--- config.mk ---
export PLATFORM = sky130hd
export DESIGN_NAME = sm83_core
export DESIGN_NICKNAME = d
export VERILOG_FILES = /design/src/sm83_pkg.sv /design/src/sm83_alu.sv /design/src/sm83_core.sv /design/src/sm83_decoder.sv /design/src/sm83_regfile.sv
export SDC_FILE = /design/constraint.sdc
export NUM_CORES = 1
export LEC_CHECK = 0
export BUFFER_PORTS_ARGS = -buffer_cell sky130_fd_sc_hd__buf_2
export CAP_MARGIN = 20
export CORE_ASPECT_RATIO = 1.5
export CORE_MARGIN = 2
export CORE_UTILIZATION = 50
export CTS_CLUSTER_DIAMETER = 30
export DETAILED_ROUTE_END_ITERATION = 8
export GPL_ROUTABILITY_DRIVEN = 0
export GPL_TIMING_DRIVEN = 0
export PLACE_DENSITY = 0.67
export SLEW_MARGIN = 10
export SYNTH_ARGS = -nofsm -noshare
export SYNTH_HDL_FRONTEND = slang
export SYNTH_HIERARCHICAL = 1
export SYNTH_SLANG_ARGS = --single-unit
--- constraint.sdc ---
create_clock -name clk -period 18.1 [get_ports clk]
set_clock_uncertainty 0.2 [all_clocks]
set_input_delay 0.905 -clock clk [delete_from_list [all_inputs] [get_ports clk]]
set_output_delay 0.905 -clock clk [all_outputs]
set_load 0.02 [all_outputs]
--- src/sm83_pkg.sv ---
`default_nettype none

package sm83_pkg;

    localparam int DATA_W = 8;
    localparam int ADDR_W = 16;

    // Instruction register value while in reset
    localparam logic [DATA_W-1:0] OPCODE_NOP = 8'h00;

    // Opcode register order, code 6 stands for [HL]
    typedef enum logic [3:0] {
        R_B      = 4'd0,
        R_C      = 4'd1,
        R_D      = 4'd2,
        R_E      = 4'd3,
        R_H      = 4'd4,
        R_L      = 4'd5,
        R_HL_MEM = 4'd6,
        R_A      = 4'd7,
        R_Z      = 4'd8,
        R_W      = 4'd9
    } reg8_e;

    typedef enum logic [1:0] {
        RR_BC   = 2'd0,
        RR_DE   = 2'd1,
        RR_HL   = 2'd2,
        RR_NONE = 2'd3
    } reg16_e;

    // First eight follow the y field of the ALU opcodes
    typedef enum logic [3:0] {
        ALU_ADD  = 4'd0,
        ALU_ADC  = 4'd1,
        ALU_SUB  = 4'd2,
        ALU_SBC  = 4'd3,
        ALU_AND  = 4'd4,
        ALU_XOR  = 4'd5,
        ALU_OR   = 4'd6,
        ALU_CP   = 4'd7,
        ALU_INC  = 4'd8,
        ALU_DEC  = 4'd9,
        ALU_PASS = 4'd10
    } alu_op_e;

    typedef enum logic [1:0] {
        BUS_IDLE  = 2'd0,
        BUS_FETCH = 2'd1,
        BUS_READ  = 2'd2,
        BUS_WRITE = 2'd3
    } bus_op_e;

    typedef enum logic [1:0] {
        ADDR_PC   = 2'd0,
        ADDR_HL   = 2'd1,
        ADDR_PAIR = 2'd2
    } addr_sel_e;

    typedef struct packed {
        logic z;
        logic n;
        logic h;
        logic c;
    } flags_t;

    // Same opcode byte, two field splits
    typedef union packed {
        struct packed {
            logic [1:0] x;
            logic [2:0] y;
            logic [2:0] z;
        } xyz;
        struct packed {
            logic [1:0] x;
            logic [1:0] p;
            logic       q;
            logic [2:0] z;
        } xpqz;
    } opcode_u;

    typedef struct packed {
        bus_op_e   bus_op;
        addr_sel_e addr_sel;
        logic      pc_inc;
        logic      hl_inc;
        reg8_e     rd_sel;
        reg8_e     wr_sel;
        logic      wr_en;
        logic      wr_from_mem;
        alu_op_e   alu_op;
        logic      alu_b_imm1;
        logic      flags_we;
        logic      flag_keep_c;
        logic      wz_copy;
        reg16_e    pair_sel;
    } uop_t;

    typedef struct packed {
        bus_op_e           op;
        logic [ADDR_W-1:0] addr;
        logic [DATA_W-1:0] wdata;
    } mem_req_t;

endpackage

`default_nettype wire

--- src/sm83_alu.sv ---
`timescale 1ns/1ps
`default_nettype none

module sm83_alu (
    input  sm83_pkg::alu_op_e           op,
    input  logic [sm83_pkg::DATA_W-1:0] a,
    input  logic [sm83_pkg::DATA_W-1:0] b,
    input  logic                        carry_in,
    output logic [sm83_pkg::DATA_W-1:0] result,
    output sm83_pkg::flags_t            flags_out
);
    import sm83_pkg::*;

    logic            cin;
    logic [4:0]      add_lo;
    logic [4:0]      sub_lo;
    logic [DATA_W:0] add_full;
    logic [DATA_W:0] sub_full;

    // Only ADC and SBC chain the carry in
    assign cin = (op == ALU_ADC || op == ALU_SBC) ? carry_in : 1'b0;

    // Bit 4 of the nibble sums is the half carry or half borrow
    assign add_lo   = {1'b0, a[3:0]} + {1'b0, b[3:0]} + {4'b0, cin};
    assign sub_lo   = {1'b0, a[3:0]} - {1'b0, b[3:0]} - {4'b0, cin};
    assign add_full = {1'b0, a} + {1'b0, b} + {{DATA_W{1'b0}}, cin};
    assign sub_full = {1'b0, a} - {1'b0, b} - {{DATA_W{1'b0}}, cin};

    always_comb begin
        result      = a;
        flags_out   = '0;

        case (op)
            ALU_ADD, ALU_ADC, ALU_INC: begin
                result      = add_full[DATA_W-1:0];
                flags_out.h = add_lo[4];
                flags_out.c = add_full[DATA_W];
            end
            ALU_SUB, ALU_SBC, ALU_CP, ALU_DEC: begin
                // CP result is dropped by the decoder
                result      = sub_full[DATA_W-1:0];
                flags_out.n = 1'b1;
                flags_out.h = sub_lo[4];
                flags_out.c = sub_full[DATA_W];
            end
            ALU_AND: begin
                result      = a & b;
                flags_out.h = 1'b1;
            end
            ALU_XOR: begin
                result = a ^ b;
            end
            ALU_OR: begin
                result = a | b;
            end
            default: begin
                result = a;
            end
        endcase

        flags_out.z = (result == '0);
    end

endmodule

`default_nettype wire

--- src/sm83_core.sv ---
`timescale 1ns/1ps
`default_nettype none

module sm83_core (
    input  logic                        clk,
    input  logic                        rst,
    input  logic [sm83_pkg::DATA_W-1:0] mem_rdata,
    output sm83_pkg::mem_req_t          mem_req
);
    import sm83_pkg::*;

    uop_t              uop;
    logic [DATA_W-1:0] acc;
    logic [DATA_W-1:0] operand;
    logic [DATA_W-1:0] alu_a;
    logic [DATA_W-1:0] alu_b;
    logic [DATA_W-1:0] alu_result;
    flags_t            flags;
    flags_t            alu_flags;
    logic [ADDR_W-1:0] addr;
    logic [DATA_W-1:0] wdata;

    // Accumulator ops take A, INC/DEC and moves work on the selected register
    assign alu_a = (uop.alu_op <= ALU_CP) ? acc : operand;
    assign alu_b = uop.alu_b_imm1 ? DATA_W'(1) : operand;

    sm83_decoder u_decoder (
        .clk       (clk),
        .rst       (rst),
        .mem_rdata (mem_rdata),
        .uop       (uop)
    );

    sm83_regfile u_regfile (
        .clk        (clk),
        .rst        (rst),
        .uop        (uop),
        .mem_rdata  (mem_rdata),
        .alu_result (alu_result),
        .alu_flags  (alu_flags),
        .acc        (acc),
        .operand    (operand),
        .flags      (flags),
        .addr       (addr),
        .wdata      (wdata)
    );

    sm83_alu u_alu (
        .op        (uop.alu_op),
        .a         (alu_a),
        .b         (alu_b),
        .carry_in  (flags.c),
        .result    (alu_result),
        .flags_out (alu_flags)
    );

    assign mem_req = '{op: uop.bus_op, addr: addr, wdata: wdata};

endmodule

`default_nettype wire

--- src/sm83_decoder.sv ---
`timescale 1ns/1ps
`default_nettype none

module sm83_decoder (
    input  logic                        clk,
    input  logic                        rst,
    input  logic [sm83_pkg::DATA_W-1:0] mem_rdata,
    output sm83_pkg::uop_t              uop
);
    import sm83_pkg::*;

    opcode_u    ir;
    logic [1:0] m_cycle;

    reg8_e   src_reg;
    reg8_e   dst_reg;
    alu_op_e alu_y;
    alu_op_e step_op;

    assign src_reg = reg8_e'({1'b0, ir.xyz.z});
    assign dst_reg = reg8_e'({1'b0, ir.xyz.y});
    assign alu_y   = alu_op_e'({1'b0, ir.xyz.y});
    // INC has z=4, DEC has z=5
    assign step_op = ir.xyz.z[0] ? ALU_DEC : ALU_INC;

    always_comb begin
        // Default is the opcode fetch that closes every instruction
        uop          = '0;
        uop.bus_op   = BUS_FETCH;
        uop.addr_sel = ADDR_PC;
        uop.pc_inc   = 1'b1;
        uop.rd_sel   = R_A;
        uop.wr_sel   = R_A;
        uop.alu_op   = ALU_PASS;
        uop.pair_sel = RR_BC;

        case (ir.xyz.x)
            2'd0: begin
                if (ir.xpqz.z == 3'd1 && !ir.xpqz.q && ir.xpqz.p != 2'd3) begin
                    // LD rr,nn, low byte into Z then high byte into W
                    if (m_cycle != 2'd2) begin
                        uop.bus_op      = BUS_READ;
                        uop.wr_en       = 1'b1;
                        uop.wr_from_mem = 1'b1;
                        uop.wr_sel      = (m_cycle == 2'd0) ? R_Z : R_W;
                    end else begin
                        uop.wz_copy  = 1'b1;
                        uop.pair_sel = reg16_e'(ir.xpqz.p);
                    end
                end else if (ir.xyz.z == 3'd4 || ir.xyz.z == 3'd5) begin
                    uop.alu_op      = step_op;
                    uop.alu_b_imm1  = 1'b1;
                    uop.flag_keep_c = 1'b1;
                    if (dst_reg != R_HL_MEM) begin
                        uop.rd_sel   = dst_reg;
                        uop.wr_sel   = dst_reg;
                        uop.wr_en    = 1'b1;
                        uop.flags_we = 1'b1;
                    end else if (m_cycle == 2'd0) begin
                        uop.bus_op      = BUS_READ;
                        uop.addr_sel    = ADDR_HL;
                        uop.pc_inc      = 1'b0;
                        uop.wr_sel      = R_Z;
                        uop.wr_en       = 1'b1;
                        uop.wr_from_mem = 1'b1;
                    end else if (m_cycle == 2'd1) begin
                        // Z steps and goes out on the bus in the same cycle
                        uop.bus_op   = BUS_WRITE;
                        uop.addr_sel = ADDR_HL;
                        uop.pc_inc   = 1'b0;
                        uop.rd_sel   = R_Z;
                        uop.wr_sel   = R_Z;
                        uop.wr_en    = 1'b1;
                        uop.flags_we = 1'b1;
                    end
                end else if (ir.xyz.z == 3'd6) begin
                    if (m_cycle == 2'd0) begin
                        uop.bus_op      = BUS_READ;
                        uop.wr_en       = 1'b1;
                        uop.wr_from_mem = 1'b1;
                        uop.wr_sel      = (dst_reg == R_HL_MEM) ? R_Z : dst_reg;
                    end else if (m_cycle == 2'd1 && dst_reg == R_HL_MEM) begin
                        uop.bus_op   = BUS_WRITE;
                        uop.addr_sel = ADDR_HL;
                        uop.pc_inc   = 1'b0;
                        uop.rd_sel   = R_Z;
                    end
                end
            end

            2'd1: begin
                // 0x76 matches none of these and runs as a NOP
                if (src_reg == R_HL_MEM && dst_reg != R_HL_MEM) begin
                    if (m_cycle == 2'd0) begin
                        uop.bus_op      = BUS_READ;
                        uop.addr_sel    = ADDR_HL;
                        uop.pc_inc      = 1'b0;
                        uop.wr_sel      = dst_reg;
                        uop.wr_en       = 1'b1;
                        uop.wr_from_mem = 1'b1;
                    end
                end else if (dst_reg == R_HL_MEM && src_reg != R_HL_MEM) begin
                    if (m_cycle == 2'd0) begin
                        uop.bus_op   = BUS_WRITE;
                        uop.addr_sel = ADDR_HL;
                        uop.pc_inc   = 1'b0;
                        uop.rd_sel   = src_reg;
                    end
                end else if (src_reg != R_HL_MEM) begin
                    uop.rd_sel = src_reg;
                    uop.wr_sel = dst_reg;
                    uop.wr_en  = 1'b1;
                end
            end

            default: begin
                // ALU on register, [HL] (x=2) or immediate (x=3)
                if (ir.xyz.x == 2'd2 || ir.xyz.z == 3'd6) begin
                    if (ir.xyz.z == 3'd6 && m_cycle == 2'd0) begin
                        uop.bus_op      = BUS_READ;
                        uop.wr_sel      = R_Z;
                        uop.wr_en       = 1'b1;
                        uop.wr_from_mem = 1'b1;
                        if (ir.xyz.x == 2'd2) begin
                            uop.addr_sel = ADDR_HL;
                            uop.pc_inc   = 1'b0;
                        end
                    end else begin
                        uop.rd_sel   = (ir.xyz.z == 3'd6) ? R_Z : src_reg;
                        uop.alu_op   = alu_y;
                        uop.wr_sel   = R_A;
                        // CP only sets flags
                        uop.wr_en    = (alu_y != ALU_CP);
                        uop.flags_we = 1'b1;
                    end
                end
            end
        endcase
    end

    always_ff @(posedge clk) begin
        if (rst) begin
            ir      <= OPCODE_NOP;
            m_cycle <= 2'd0;
        end else if (uop.bus_op == BUS_FETCH) begin
            ir      <= mem_rdata;
            m_cycle <= 2'd0;
        end else begin
            m_cycle <= m_cycle + 2'd1;
        end
    end

endmodule

`default_nettype wire

--- src/sm83_regfile.sv ---
`timescale 1ns/1ps
`default_nettype none

module sm83_regfile (
    input  logic                        clk,
    input  logic                        rst,
    input  sm83_pkg::uop_t              uop,
    input  logic [sm83_pkg::DATA_W-1:0] mem_rdata,
    input  logic [sm83_pkg::DATA_W-1:0] alu_result,
    input  sm83_pkg::flags_t            alu_flags,
    output logic [sm83_pkg::DATA_W-1:0] acc,
    output logic [sm83_pkg::DATA_W-1:0] operand,
    output sm83_pkg::flags_t            flags,
    output logic [sm83_pkg::ADDR_W-1:0] addr,
    output logic [sm83_pkg::DATA_W-1:0] wdata
);
    import sm83_pkg::*;

    logic [DATA_W-1:0] reg_b, reg_c, reg_d, reg_e;
    logic [DATA_W-1:0] reg_h, reg_l, reg_a;
    // Temporaries for immediates and memory operands
    logic [DATA_W-1:0] reg_z, reg_w;
    logic [ADDR_W-1:0] pc;

    logic [ADDR_W-1:0] pair_val;
    logic [ADDR_W-1:0] addr_inc;
    logic [DATA_W-1:0] wr_val;

    always_comb begin
        case (uop.rd_sel)
            R_B:     operand = reg_b;
            R_C:     operand = reg_c;
            R_D:     operand = reg_d;
            R_E:     operand = reg_e;
            R_H:     operand = reg_h;
            R_L:     operand = reg_l;
            R_A:     operand = reg_a;
            R_Z:     operand = reg_z;
            R_W:     operand = reg_w;
            default: operand = '0;
        endcase
    end

    always_comb begin
        case (uop.pair_sel)
            RR_BC:   pair_val = {reg_b, reg_c};
            RR_DE:   pair_val = {reg_d, reg_e};
            RR_HL:   pair_val = {reg_h, reg_l};
            default: pair_val = '0;
        endcase
    end

    always_comb begin
        case (uop.addr_sel)
            ADDR_HL:   addr = {reg_h, reg_l};
            ADDR_PAIR: addr = pair_val;
            default:   addr = pc;
        endcase
    end

    // Single incrementer shared by PC and HL
    assign addr_inc = addr + ADDR_W'(1);

    assign wr_val = uop.wr_from_mem ? mem_rdata : alu_result;
    // A register written this cycle goes out with its new value
    assign wdata  = uop.wr_en ? wr_val : operand;
    assign acc    = reg_a;

    always_ff @(posedge clk) begin
        if (rst) begin
            reg_b <= '0;
            reg_c <= '0;
            reg_d <= '0;
            reg_e <= '0;
            reg_h <= '0;
            reg_l <= '0;
            reg_a <= '0;
            reg_z <= '0;
            reg_w <= '0;
            pc    <= '0;
            flags <= '0;
        end else begin
            if (uop.wr_en) begin
                case (uop.wr_sel)
                    R_B:     reg_b <= wr_val;
                    R_C:     reg_c <= wr_val;
                    R_D:     reg_d <= wr_val;
                    R_E:     reg_e <= wr_val;
                    R_H:     reg_h <= wr_val;
                    R_L:     reg_l <= wr_val;
                    R_A:     reg_a <= wr_val;
                    R_Z:     reg_z <= wr_val;
                    R_W:     reg_w <= wr_val;
                    default: ;
                endcase
            end
            if (uop.flags_we) begin
                flags.z <= alu_flags.z;
                flags.n <= alu_flags.n;
                flags.h <= alu_flags.h;
                flags.c <= uop.flag_keep_c ? flags.c : alu_flags.c;
            end
            if (uop.wz_copy) begin
                case (uop.pair_sel)
                    RR_BC:   {reg_b, reg_c} <= {reg_w, reg_z};
                    RR_DE:   {reg_d, reg_e} <= {reg_w, reg_z};
                    RR_HL:   {reg_h, reg_l} <= {reg_w, reg_z};
                    default: ;
                endcase
            end
            if (uop.pc_inc) begin
                pc <= addr_inc;
            end
            if (uop.hl_inc) begin
                {reg_h, reg_l} <= addr_inc;
            end
        end
    end

endmodule

`default_nettype wire

; ---- Word-level counts from Yosys, hierarchy flattened
; Cells that the tools add are included.
[totals]
register_bits = 99
output_inout_bits = 26
elab_cells = 188
[op_classes]
add_sub_neg = 6
n_lt_le_gt_ge = 1
eq_ne = 43
n_mux = 98
n_bitwise = 4
reduce_logical = 23
[op_table]
columns = op, count
row1 = 8-bit two-way mux, 29
row2 = 5-bit two-way mux, 17
row3 = 8-bit case mux with 9 select lines, 1
row4 = 16-bit case mux with 3 select lines, 1
row5 = 4-bit two-way mux, 11
row6 = 4-bit by 3-bit == test with 1-bit output (second input constant), 10
row7 = 8-bit case mux with 5 select lines, 1
row8 = 16-bit case mux with 2 select lines, 1
row9 = 4-bit by 2-bit == test with 1-bit output (second input constant), 6
row10 = 4-bit == test (second input constant), 6
row11 = 10-bit two-way mux, 2
row12 = 10-bit case mux with 2 select lines, 1
row13 = 6-bit two-way mux, 3
row14 = 9-bit two-way mux, 2
row15 = 16-bit by 1-bit adder with 16-bit output (second input constant), 1
row16 = 3-bit two-way mux, 5
row17 = 14-bit two-way mux, 1
row18 = 7-bit two-way mux, 2
row19 = 1-bit two-way mux, 13
row20 = 3-bit == test (second input constant), 4
row21 = 4-bit by 1-bit == test with 1-bit output (second input constant), 3
row22 = 4-bit zero test, 3
row23 = 2-bit by 1-bit == test with 1-bit output (second input constant), 5
row24 = 5-bit case mux with 2 select lines, 1
row25 = 25 further kinds, 46

; ---- Depth between registers and ports, before layout
; Gate-level depths: netlist (run 1).
[depth]
word_depth = 19
mapped_depth = 29
mapped_depth_nobuf = 26

; ---- Modules after synthesis
; Netlist (run 1), hierarchy kept.
[modules_own_cells]
columns = module, instances, cells_each, area_each_um2, seq_area_each_um2
row1 = sm83_regfile, 1, 719, 5672.9, 1841.8
row2 = sm83_alu, 1, 202, 1492.7, 0.0
row3 = sm83_decoder, 1, 168, 1181.1, 200.2
row4 = sm83_core, 1, 17, 181.4, 0.0

; ---- Least setup slack after synthesis (run 1)
; No wires, ideal clock.
[synth_path]
path_type = register -> output
startpoint = register u_decoder.m_cycle[0]
endpoint = output mem_req[6] (netlist name)
t_arrival_ns = 5.490
required_ns = 16.995
path_slack_ns = 11.505
stages_incl_launch_ff = 24
cell_sequence = dfxtp_1 inv_1 ha_1 clkbuf_1 inv_1 nand4_1 a21oi_1 o21ai_0 clkbuf_1 clkbuf_1 nor2_1 a22o_1 a2111o_1 mux2_4 fa_1 fa_1 or2_4 nand2_1 a21oi_1 xor2_1 a222oi_1 o21ai_0 mux2i_1 a21oi_1
[synth_lines]
columns = item, line_no
row1 = "start, declared", sm83_decoder.sv:13  ; logic [1:0] m_cycle;
row2 = "start signal, assigned", sm83_decoder.sv:149  ; m_cycle <= m_cycle + 2'd1;
row3 = "end, declared", sm83_core.sv:8  ; output sm83_pkg::mem_req_t mem_req

==> results.cfg, run 1 <==
[sta]
maxSlewViolCount = 0
fmax_mhz = 115
setup_viol = 0
rsz0062_at_grt = no
worst_slew_pin_slew_ns = 1.04
fin_crit_sh_pct = 48.1
fin_setup_tns_ns = 0
hold_viol = 0
relSlewSlack_pct = 28.5
fin_crit_ns = 8.71

[placed_design]
portBuffers = 35
dp_cells = 1329
placed_cell_area_um2 = 8820
dp_hpwl_mm = 23.1

[layout]
nets = 1187
drive_above_1_share_pct = 12.1
design_area_um2 = 9190
fill_cells = 1587
diodes = 0
layoutNonFillerInstCount = 1347
area_growth_pct = 10.1
post-route-util_pct = 56.5

[setup_path]
endpoint_kind = primary output
cpPeakStageDelay_ns = 0.78
arrival_ns = 7.61
cp_max_fo = 10
crit_chain = clkbuf_1, nand3b_1, o21ai_0, a21oi_1, a221oi_1, clkbuf_1, clkbuf_1, nand3b_1, a21oi_1, a2111o_1, mux2_4, fa_1, inv_1, ha_1, o21ai_0, nand2_1, xor2_1, a221oi_1, a21oi_1, mux2i_2, inv_1, mux2_2, buf_2
worstSetupStartpointType = register
cpMaxStageDelayCell = mux2i_2
critical_path_class = register to primary output
required_ns = 16.99

[floorplanning]
rows = 57
die_h_um = 162
io_pins = 36
die_area_um2 = 17800
coreArea_um2 = 16300
die_width_um = 109
start_util_pct = 51.3

[routing]
via_per_inst = 6.47
postRouteAntennaNets = 0
drt_iter0_drc = 806
drtPass1Iterations = 7
wirelength_mm = 30.2
avgRoutedWirePerCell_um = 22.4
vias = 8714
drcViolationCount = 0

[clock_network]
clock_tree.root_cell = clkbuf_16
cts_tree = yes
cts_buffer_depth = 2
cts_setup_buffers = 0
cts_resized = 0
ctsHoldBuffers = 0
cts_made_buffers = 9
path_clk_slew_ns = 0.08
clock-sinks = 99
clk_latency_ns = 0.37
htreeDepth = 3

[global_routing]
antenna_found_initial = 0
track_usage_pct = 34.2
grt_max_degree = 18
grt-ovfl-total = 0
grt_pass1_vias = 8357
grt_pass1_wl_mm = 45.9

[power]
leakage_nw = 3.50
power_density_nw_per_um2 = 90.0
ir_drop_mv = 0.0516

[status]
status = finished clean

[min_path]
hold_class = register to register

[logic_synthesis]
syn_area_um2 = 8340
yosysWarningCount = 6
syn-instance-count = 1085
avgSynthCellArea_um2 = 7.69

[run]
cap_viol_max_count = 0
final cells by class:
| type | instances | area (µm²) | share of cell area, % |
|---|---|---|---|
| plain buffers | 84 | 410 | 4.47 |
| flip-flops and latches | 99 | 1980 | 21.6 |
| repair buffers | 39 | 204 | 2.22 |
| clock buffers | 10 | 239 | 2.60 |
| clock inverters | 6 | 119 | 1.29 |
| well taps | 206 | 258 | 2.80 |
| multi-input cells | 848 | 5770 | 62.8 |
| inverters | 55 | 206 | 2.25 |
through the flow:
step	power (mW)	hold slack, ns	worst slack (ns)
floorplan	0.479	0.251	11.57
global placement	0.571	0.262	9.67
detailed placement	0.580	0.265	10.03
CTS	0.817	0.279	9.60
global route	0.861	0.296	9.03
finish	0.827	0.279	9.39
report_power, final:
group          leakage [nW]  switching, mW  internal [mW]
Clock                 0.175         0.0986          0.141
Combinational          2.51          0.217          0.123
Sequential            0.805         0.0158          0.232
metal layers:
layer,track usage (%),vias up,share of wire [%]
li1,-,4051,-
met1,37.5,4063,37
met2,58.0,467,49
met3,5.70,133,6.4
met4,25.3,0,7.9
met5,0,-,0
state kept, by name (all words and copies together), names as in the netlist:
| name | count |
|---|---|
| u_regfile/reg_h | 8 |
| u_decoder/m_cycle | 2 |
| u_regfile/reg_e | 8 |
| u_regfile/reg_l | 8 |
| u_regfile/reg_b | 8 |
| u_regfile/acc | 8 |
| u_regfile/reg_c | 8 |
| u_regfile/reg_d | 8 |
| u_regfile/flags | 1 |
| u_regfile/reg_z | 8 |
| u_regfile/reg_w | 8 |
| u_decoder/ir | 8 |
| u_regfile/pc | 16 |
path summary, 6_finish.rpt:
path / from / endpoint / slack (ns) / depth (start not counted)
setup / recovery: u_decoder/ir[4] / mem_req[3] / 9.39 / 23
hold / removal: u_regfile/pc[3] / u_regfile/pc[3] / 0.28 / 2
setup reg to reg: u_decoder/ir[4] / u_regfile/reg_h[7] / 10.32 / 25
hold reg to reg: u_regfile/pc[3] / u_regfile/pc[3] / 0.28 / 2
cell usage in the layout (no fill, tap or decap), types with 6 or more instances in the layout:
cell type / n
a22oi_1: 30
o211ai_1: 17
a32oi_1: 7
buf_4: 7
nand4_1: 7
a22o_1: 6
dfxtp_1: 99
a221oi_1: 7
o21ai_0: 34
and2_1: 12
buf_2: 47
or4_1: 11
nor3_1: 13
a211o_1: 8
a21o_1: 8
xnor2_1: 11
nand2_1: 62
nand2b_1: 33
clkbuf_16: 9
buf_6: 9
mux2_4: 9
inv_1: 54
mux2_2: 21
nor2b_1: 24
o22ai_1: 15
xor2_1: 8
or2_2: 6
ha_1: 37
nand3b_1: 7
a21oi_1: 77
a211oi_1: 74
clkbuf_1: 57
nand3_1: 11
nor2_1: 156
mux2i_1: 32
mux2i_2: 6
o21a_1: 6
critical path, delay by kind of cell (launching register included):
| family | cells | cell delay, ns |
|---|---|---|
| AOI/OAI and AO/OA | 8 | 2.11 |
| DFF | 1 | 0.36 |
| muxes | 3 | 1.43 |
| adders and majority gates | 2 | 0.80 |
| xor gates and xnor gates | 1 | 0.17 |
| and+or+nand+nor | 3 | 0.65 |
| buffers and inverters | 6 | 1.68 |
Note: power is estimated with default switching activity, not from simulation.
==> inputs of run 2 (changes only) <==
Clock period 18.1 ns to 8.5 ns, I/O delays scaled along.
==> run 2 against run 1 <==
Count of clock-buffer cells in the layout unchanged. Critical endpoint unchanged. Critical path type unchanged. Non-clock buffer count unchanged. Critical path depth is the same.
==> results.cfg, run 2 (synthesized netlist as in run 1, its figures left out) <==
[status]
status = finished clean

[routing]
postRouteAntennaNets = 0
vias = 8718
avgRoutedWirePerCell_um = 22.3
wirelength_mm = 30.1
drtPass1Iterations = 7
drt_iter0_drc = 842
via_per_inst = 6.47
drcViolationCount = 0

[placed_design]
dp_cells = 1329
portBuffers = 35
dp_hpwl_mm = 23.1

[layout]
regArea_um2 = 1980
largest_register = u_regfile/pc
largest_register_ffs = 16
nets = 1187
multi_input_area_um2 = 5780
layoutNonFillerInstCount = 1347
post-route-util_pct = 56.5
final_cell_mix = nor2_1 (156), dfxtp_1 (99), a21oi_1 (77)
drive_above_1_share_pct = 12.3
mostFrequentLayoutCell = nor2_1
diodes = 0
area_growth_pct = 10.2
fill_cells = 1585

[floorplanning]
die_width_um = 109
io_pins = 36
die_area_um2 = 17800
rows = 57
die_h_um = 162
coreArea_um2 = 16300
start_util_pct = 51.3

[sta]
fin_crit_ns = 8.17
fin_crit_sh_pct = 96.2
fmax_mhz = 122
fin_setup_tns_ns = 0
relSlewSlack_pct = 28.8
maxSlewViolCount = 0
setup_viol = 0
worst_slew_pin_slew_ns = 1.04
rsz0062_at_grt = no
hold_viol = 0

[global_routing]
grt_util_met3_pct = 5.70
busiest_layer = met2
grt_max_degree = 18
grt_pass1_wl_mm = 45.9
grt-ovfl-total = 0
grt_pass1_vias = 8357
gr-usage-met2_pct = 58.0
antenna_found_initial = 0
use_met1_pct = 37.5
track_usage_pct = 34.2

[run]
cap_viol_max_count = 0

[clock_network]
htreeDepth = 3
clock_tree.root_cell = clkbuf_16
clock-sinks = 99
cts_tree = yes
clk_latency_ns = 0.37
cts_setup_buffers = 0
cts_buffer_depth = 2
path_clk_slew_ns = 0.07
cts_made_buffers = 9
cts_resized = 0
ctsHoldBuffers = 0

[setup_path]
critical_path_class = register to primary output
required_ns = 7.88
worstSetupStartpointType = register
endpoint_kind = primary output
cp_max_fo = 10
arrival_ns = 7.55

[power]
ir_drop_mv = 0.113
leakage_nw = 3.50
total_power_mw = 1.76
power_density_nw_per_um2 = 191

[min_path]
hold_class = input pin to register
[run 2: critical path, cell delays in order (launching register included)]
cell and delay, ns:
dfxtp_1 0.35, clkbuf_1 0.40, nand3b_1 0.32, o21ai_0 0.29
a21oi_1 0.10, a221oi_1 0.53, clkbuf_1 0.41, clkbuf_1 0.42
nand3b_1 0.17, a21oi_1 0.08, a2111o_1 0.40, mux2_4 0.32
fa_1 0.63, inv_1 0.06, ha_1 0.17, o21ai_0 0.17
nand2_1 0.15, xor2_1 0.17, a221oi_1 0.34, a21oi_1 0.16
mux2i_2 0.77, inv_1 0.23, mux2_2 0.33, buf_2 0.16
[run 2: final cells by class]
cell class	count	area share, %
Buffer	84	4.48
Clock buffer	10	2.60
Clock inverter	6	1.29
Inverter	55	2.25
Multi-Input combinational cell	848	62.8
Sequential cell	99	21.6
Tap cell	206	2.80
Timing Repair Buffer	39	2.22
[run 2: final timing paths]
check,from,to,slack (ns),cells after the start
setup reg to reg,u_decoder/ir[4],u_regfile/reg_h[7],0.78,25
hold reg to reg,u_regfile/pc[3],u_regfile/pc[3],0.28,2
hold / removal,mem_rdata[3],u_decoder/ir[3],0.14,3
setup / recovery,u_decoder/ir[4],mem_req[3],0.33,23
[run 2: metrics by stage]
| stage | hold slack, ns | cell area [µm²] | setup slack [ns] |
|---|---|---|---|
| global route | 0.151 | 9200 | 0.134 |
| detailed placement | 0.265 | 8820 | 0.910 |
| finish | 0.142 | 9200 | 0.327 |
| CTS | 0.139 | 9180 | 0.476 |
| floorplan | 0.251 | 8350 | 2.45 |
| global placement | 0.262 | 8780 | 0.555 |
[run 2: power by group]
part	total, mW	switching, mW	internal [mW]	leakage, nW
clock network	0.506	0.206	0.300	0.175
registers	0.528	0.0333	0.495	0.805
logic	0.723	0.460	0.263	2.52
[run 2: per-layer routing]
layer	vias up	wire length, µm	share of wire [%]
met3	148	2010	6.7
met2	466	14500	48
met1	4042	11000	37
met5	-	0	0
li1	4062	-	-
met4	0	2500	8.3
==> inputs of run 3 (changes only) <==
Settings changed: CORE_UTILIZATION 50 to 40, PLACE_DENSITY 0.67 to unset.
==> run 3 against run 2 <==
Worst setup slack lost 0.059 ns. Wire length increased by 0.76%. Flip-flop and latch count unchanged.
==> results.cfg, run 3 (synthesized netlist as in run 1, its figures left out) <==
[setup_path]
rr_startpoint = u_decoder/ir[4]
critical_path_class = register to primary output
arrival_ns = 7.61
required_ns = 7.88
crit_family = compound AO/OA/AOI/OAI gates
rrSetupSlack_ns = 0.70
cpPeakStageDelay_ns = 0.78
worstSetupStartpointType = register
critPathLaunch = u_decoder/ir[4]
crit_path_end = mem_req[7]
r2r-end = u_regfile/reg_h[7]
crit_chain = clkbuf_1, nand3b_1, o21ai_0, a21oi_1, a221oi_1, clkbuf_1, clkbuf_1, nand3b_1, a21oi_1, a2111o_1, mux2_4, fa_1, inv_1, ha_1, o21ai_0, nand2_1, a31oi_1, o21ai_0, xnor2_1, o22ai_1, mux2i_1, nand2_1, o21a_1, buf_2
worst-path-stages = 24
crit_buf_inv = 5
rr_worst_depth = 25
cpMaxStageDelayCell = mux2i_1
endpoint_kind = primary output
cp_max_fo = 10

[power]
p_seq_share_pct = 31.2
switchingPower_mw = 0.686
leakage_nw = 3.48
power_frac_clock_pct = 26.1
power_frac_comb_pct = 42.7
power.internal_mw = 1.01
ir_drop_mv = 0.112
p_sw_share_pct = 40.4
power_density_nw_per_um2 = 183

[routing]
wirelength_mm = 30.3
avgRoutedWirePerCell_um = 21.6
drtPass1Iterations = 6
via_per_inst = 6.06
vias = 8518
drcViolationCount = 0
drt_iter0_drc = 711
postRouteAntennaNets = 0

[sta]
maxSlewViolCount = 0
hold_viol = 0
fin_setup_tns_ns = 0
fin_crit_ns = 8.23
worst_slew_pin_slew_ns = 1.03
rsz0062_at_grt = no
fmax_mhz = 121
holdWs_ns = 0.150
setup_viol = 0
relSlewSlack_pct = 29.0
fin_crit_sh_pct = 96.8

[floorplanning]
die_h_um = 181
coreArea_um2 = 20400
rows = 64
die_area_um2 = 22100
start_util_pct = 40.9
io_pins = 36
die_width_um = 122

[clock_network]
cts_setup_buffers = 0
clock_tree.root_cell = clkbuf_16
clock-sinks = 99
cts_buffer_depth = 2
htreeDepth = 3
ctsHoldBuffers = 0
clk_latency_ns = 0.36
path_clk_slew_ns = 0.08
cts_tree = yes
cts_made_buffers = 9

[layout]
design_area_um2 = 9250
largest_register = u_regfile/pc
area_growth_pct = 10.8
nets = 1187
mostFrequentLayoutCell = nor2_1
final_cell_mix = nor2_1 (156), dfxtp_1 (99), a21oi_1 (77)
drive_above_1_share_pct = 12.3
layoutNonFillerInstCount = 1405
largest_register_ffs = 16
diodes = 0

[placed_design]
portBuffers = 35
placed_cell_area_um2 = 8910
dp_cells = 1388
dp_hpwl_mm = 24.1

[global_routing]
grt_pass1_wl_mm = 46.9
grt-ovfl-total = 0
grt_max_degree = 17
antenna_found_initial = 0
grt_pass1_vias = 8330
track_usage_pct = 27.6

[min_path]
hold_class = input pin to register
hold_path_startpoint = mem_rdata[2]

[run]
cap_viol_max_count = 0

[status]
status = finished clean
## run 3: worst min-delay path by stage
stage | endpoint | cells after the start
3_5_place_dp | u_regfile/pc[3] | 2
4_1_cts | u_decoder/ir[3] | 3
3_3_place_gp | u_regfile/pc[0] | 2
5_1_grt | u_decoder/ir[3] | 3
2_1_floorplan | u_regfile/pc[0] | 2
6_report | u_decoder/ir[2] | 3
## run 3: tightest hold or removal path, stage by stage
cell and delay, ns:
buf_2 0.11, nand2b_1 0.07, mux2i_1 0.06
## run 3: repair_timing
item	4_1_cts	5_1_grt
endpoints found under the setup margin	0	3
hold endpoints to repair	0	0
resized for setup	0	5
## run 3: routing by layer
layer  up-vias  global-route usage, %  wire length (µm)
met3        99                   3.47              1520
met5         -                      0                 0
met4         0                   17.5              2140
met2       338                   49.0             15200
met1      4003                   30.4             11500
li1       4078                      -                 -
## run 3: final cells by class
class	instances	area (µm²)
fill	2156	11200
sequential	99	1980
multi-input combinational	848	5790
buffer	84	412
tap	264	330
clock buffer	11	253
timing repair buffer	39	210
inverter	55	206
clock inverter	5	60.1
## run 3: stage by stage
| step | power (mW) | util [%] | setup WS (ns) |
|---|---|---|---|
| after floorplan | 1.02 | - | 2.45 |
| after global placement | 1.22 | 43.4 | 0.362 |
| after detailed placement | 1.24 | 43.6 | 0.762 |
| after CTS | 1.68 | 45.1 | 0.304 |
| after global routing | 1.78 | 45.3 | 0.00626 |
| final | 1.69 | 45.3 | 0.268 |
## run 3: power by group through the flow
| stage | Clock [mW] | Combinational, mW | Sequential (mW) |
|---|---|---|---|
| floorplan | 0 | 0.499 | 0.522 |
| global placement | 0 | 0.686 | 0.537 |
| detailed placement | 0 | 0.704 | 0.538 |
| CTS | 0.448 | 0.708 | 0.527 |
| global route | 0.469 | 0.784 | 0.531 |
| finish | 0.443 | 0.724 | 0.528 |
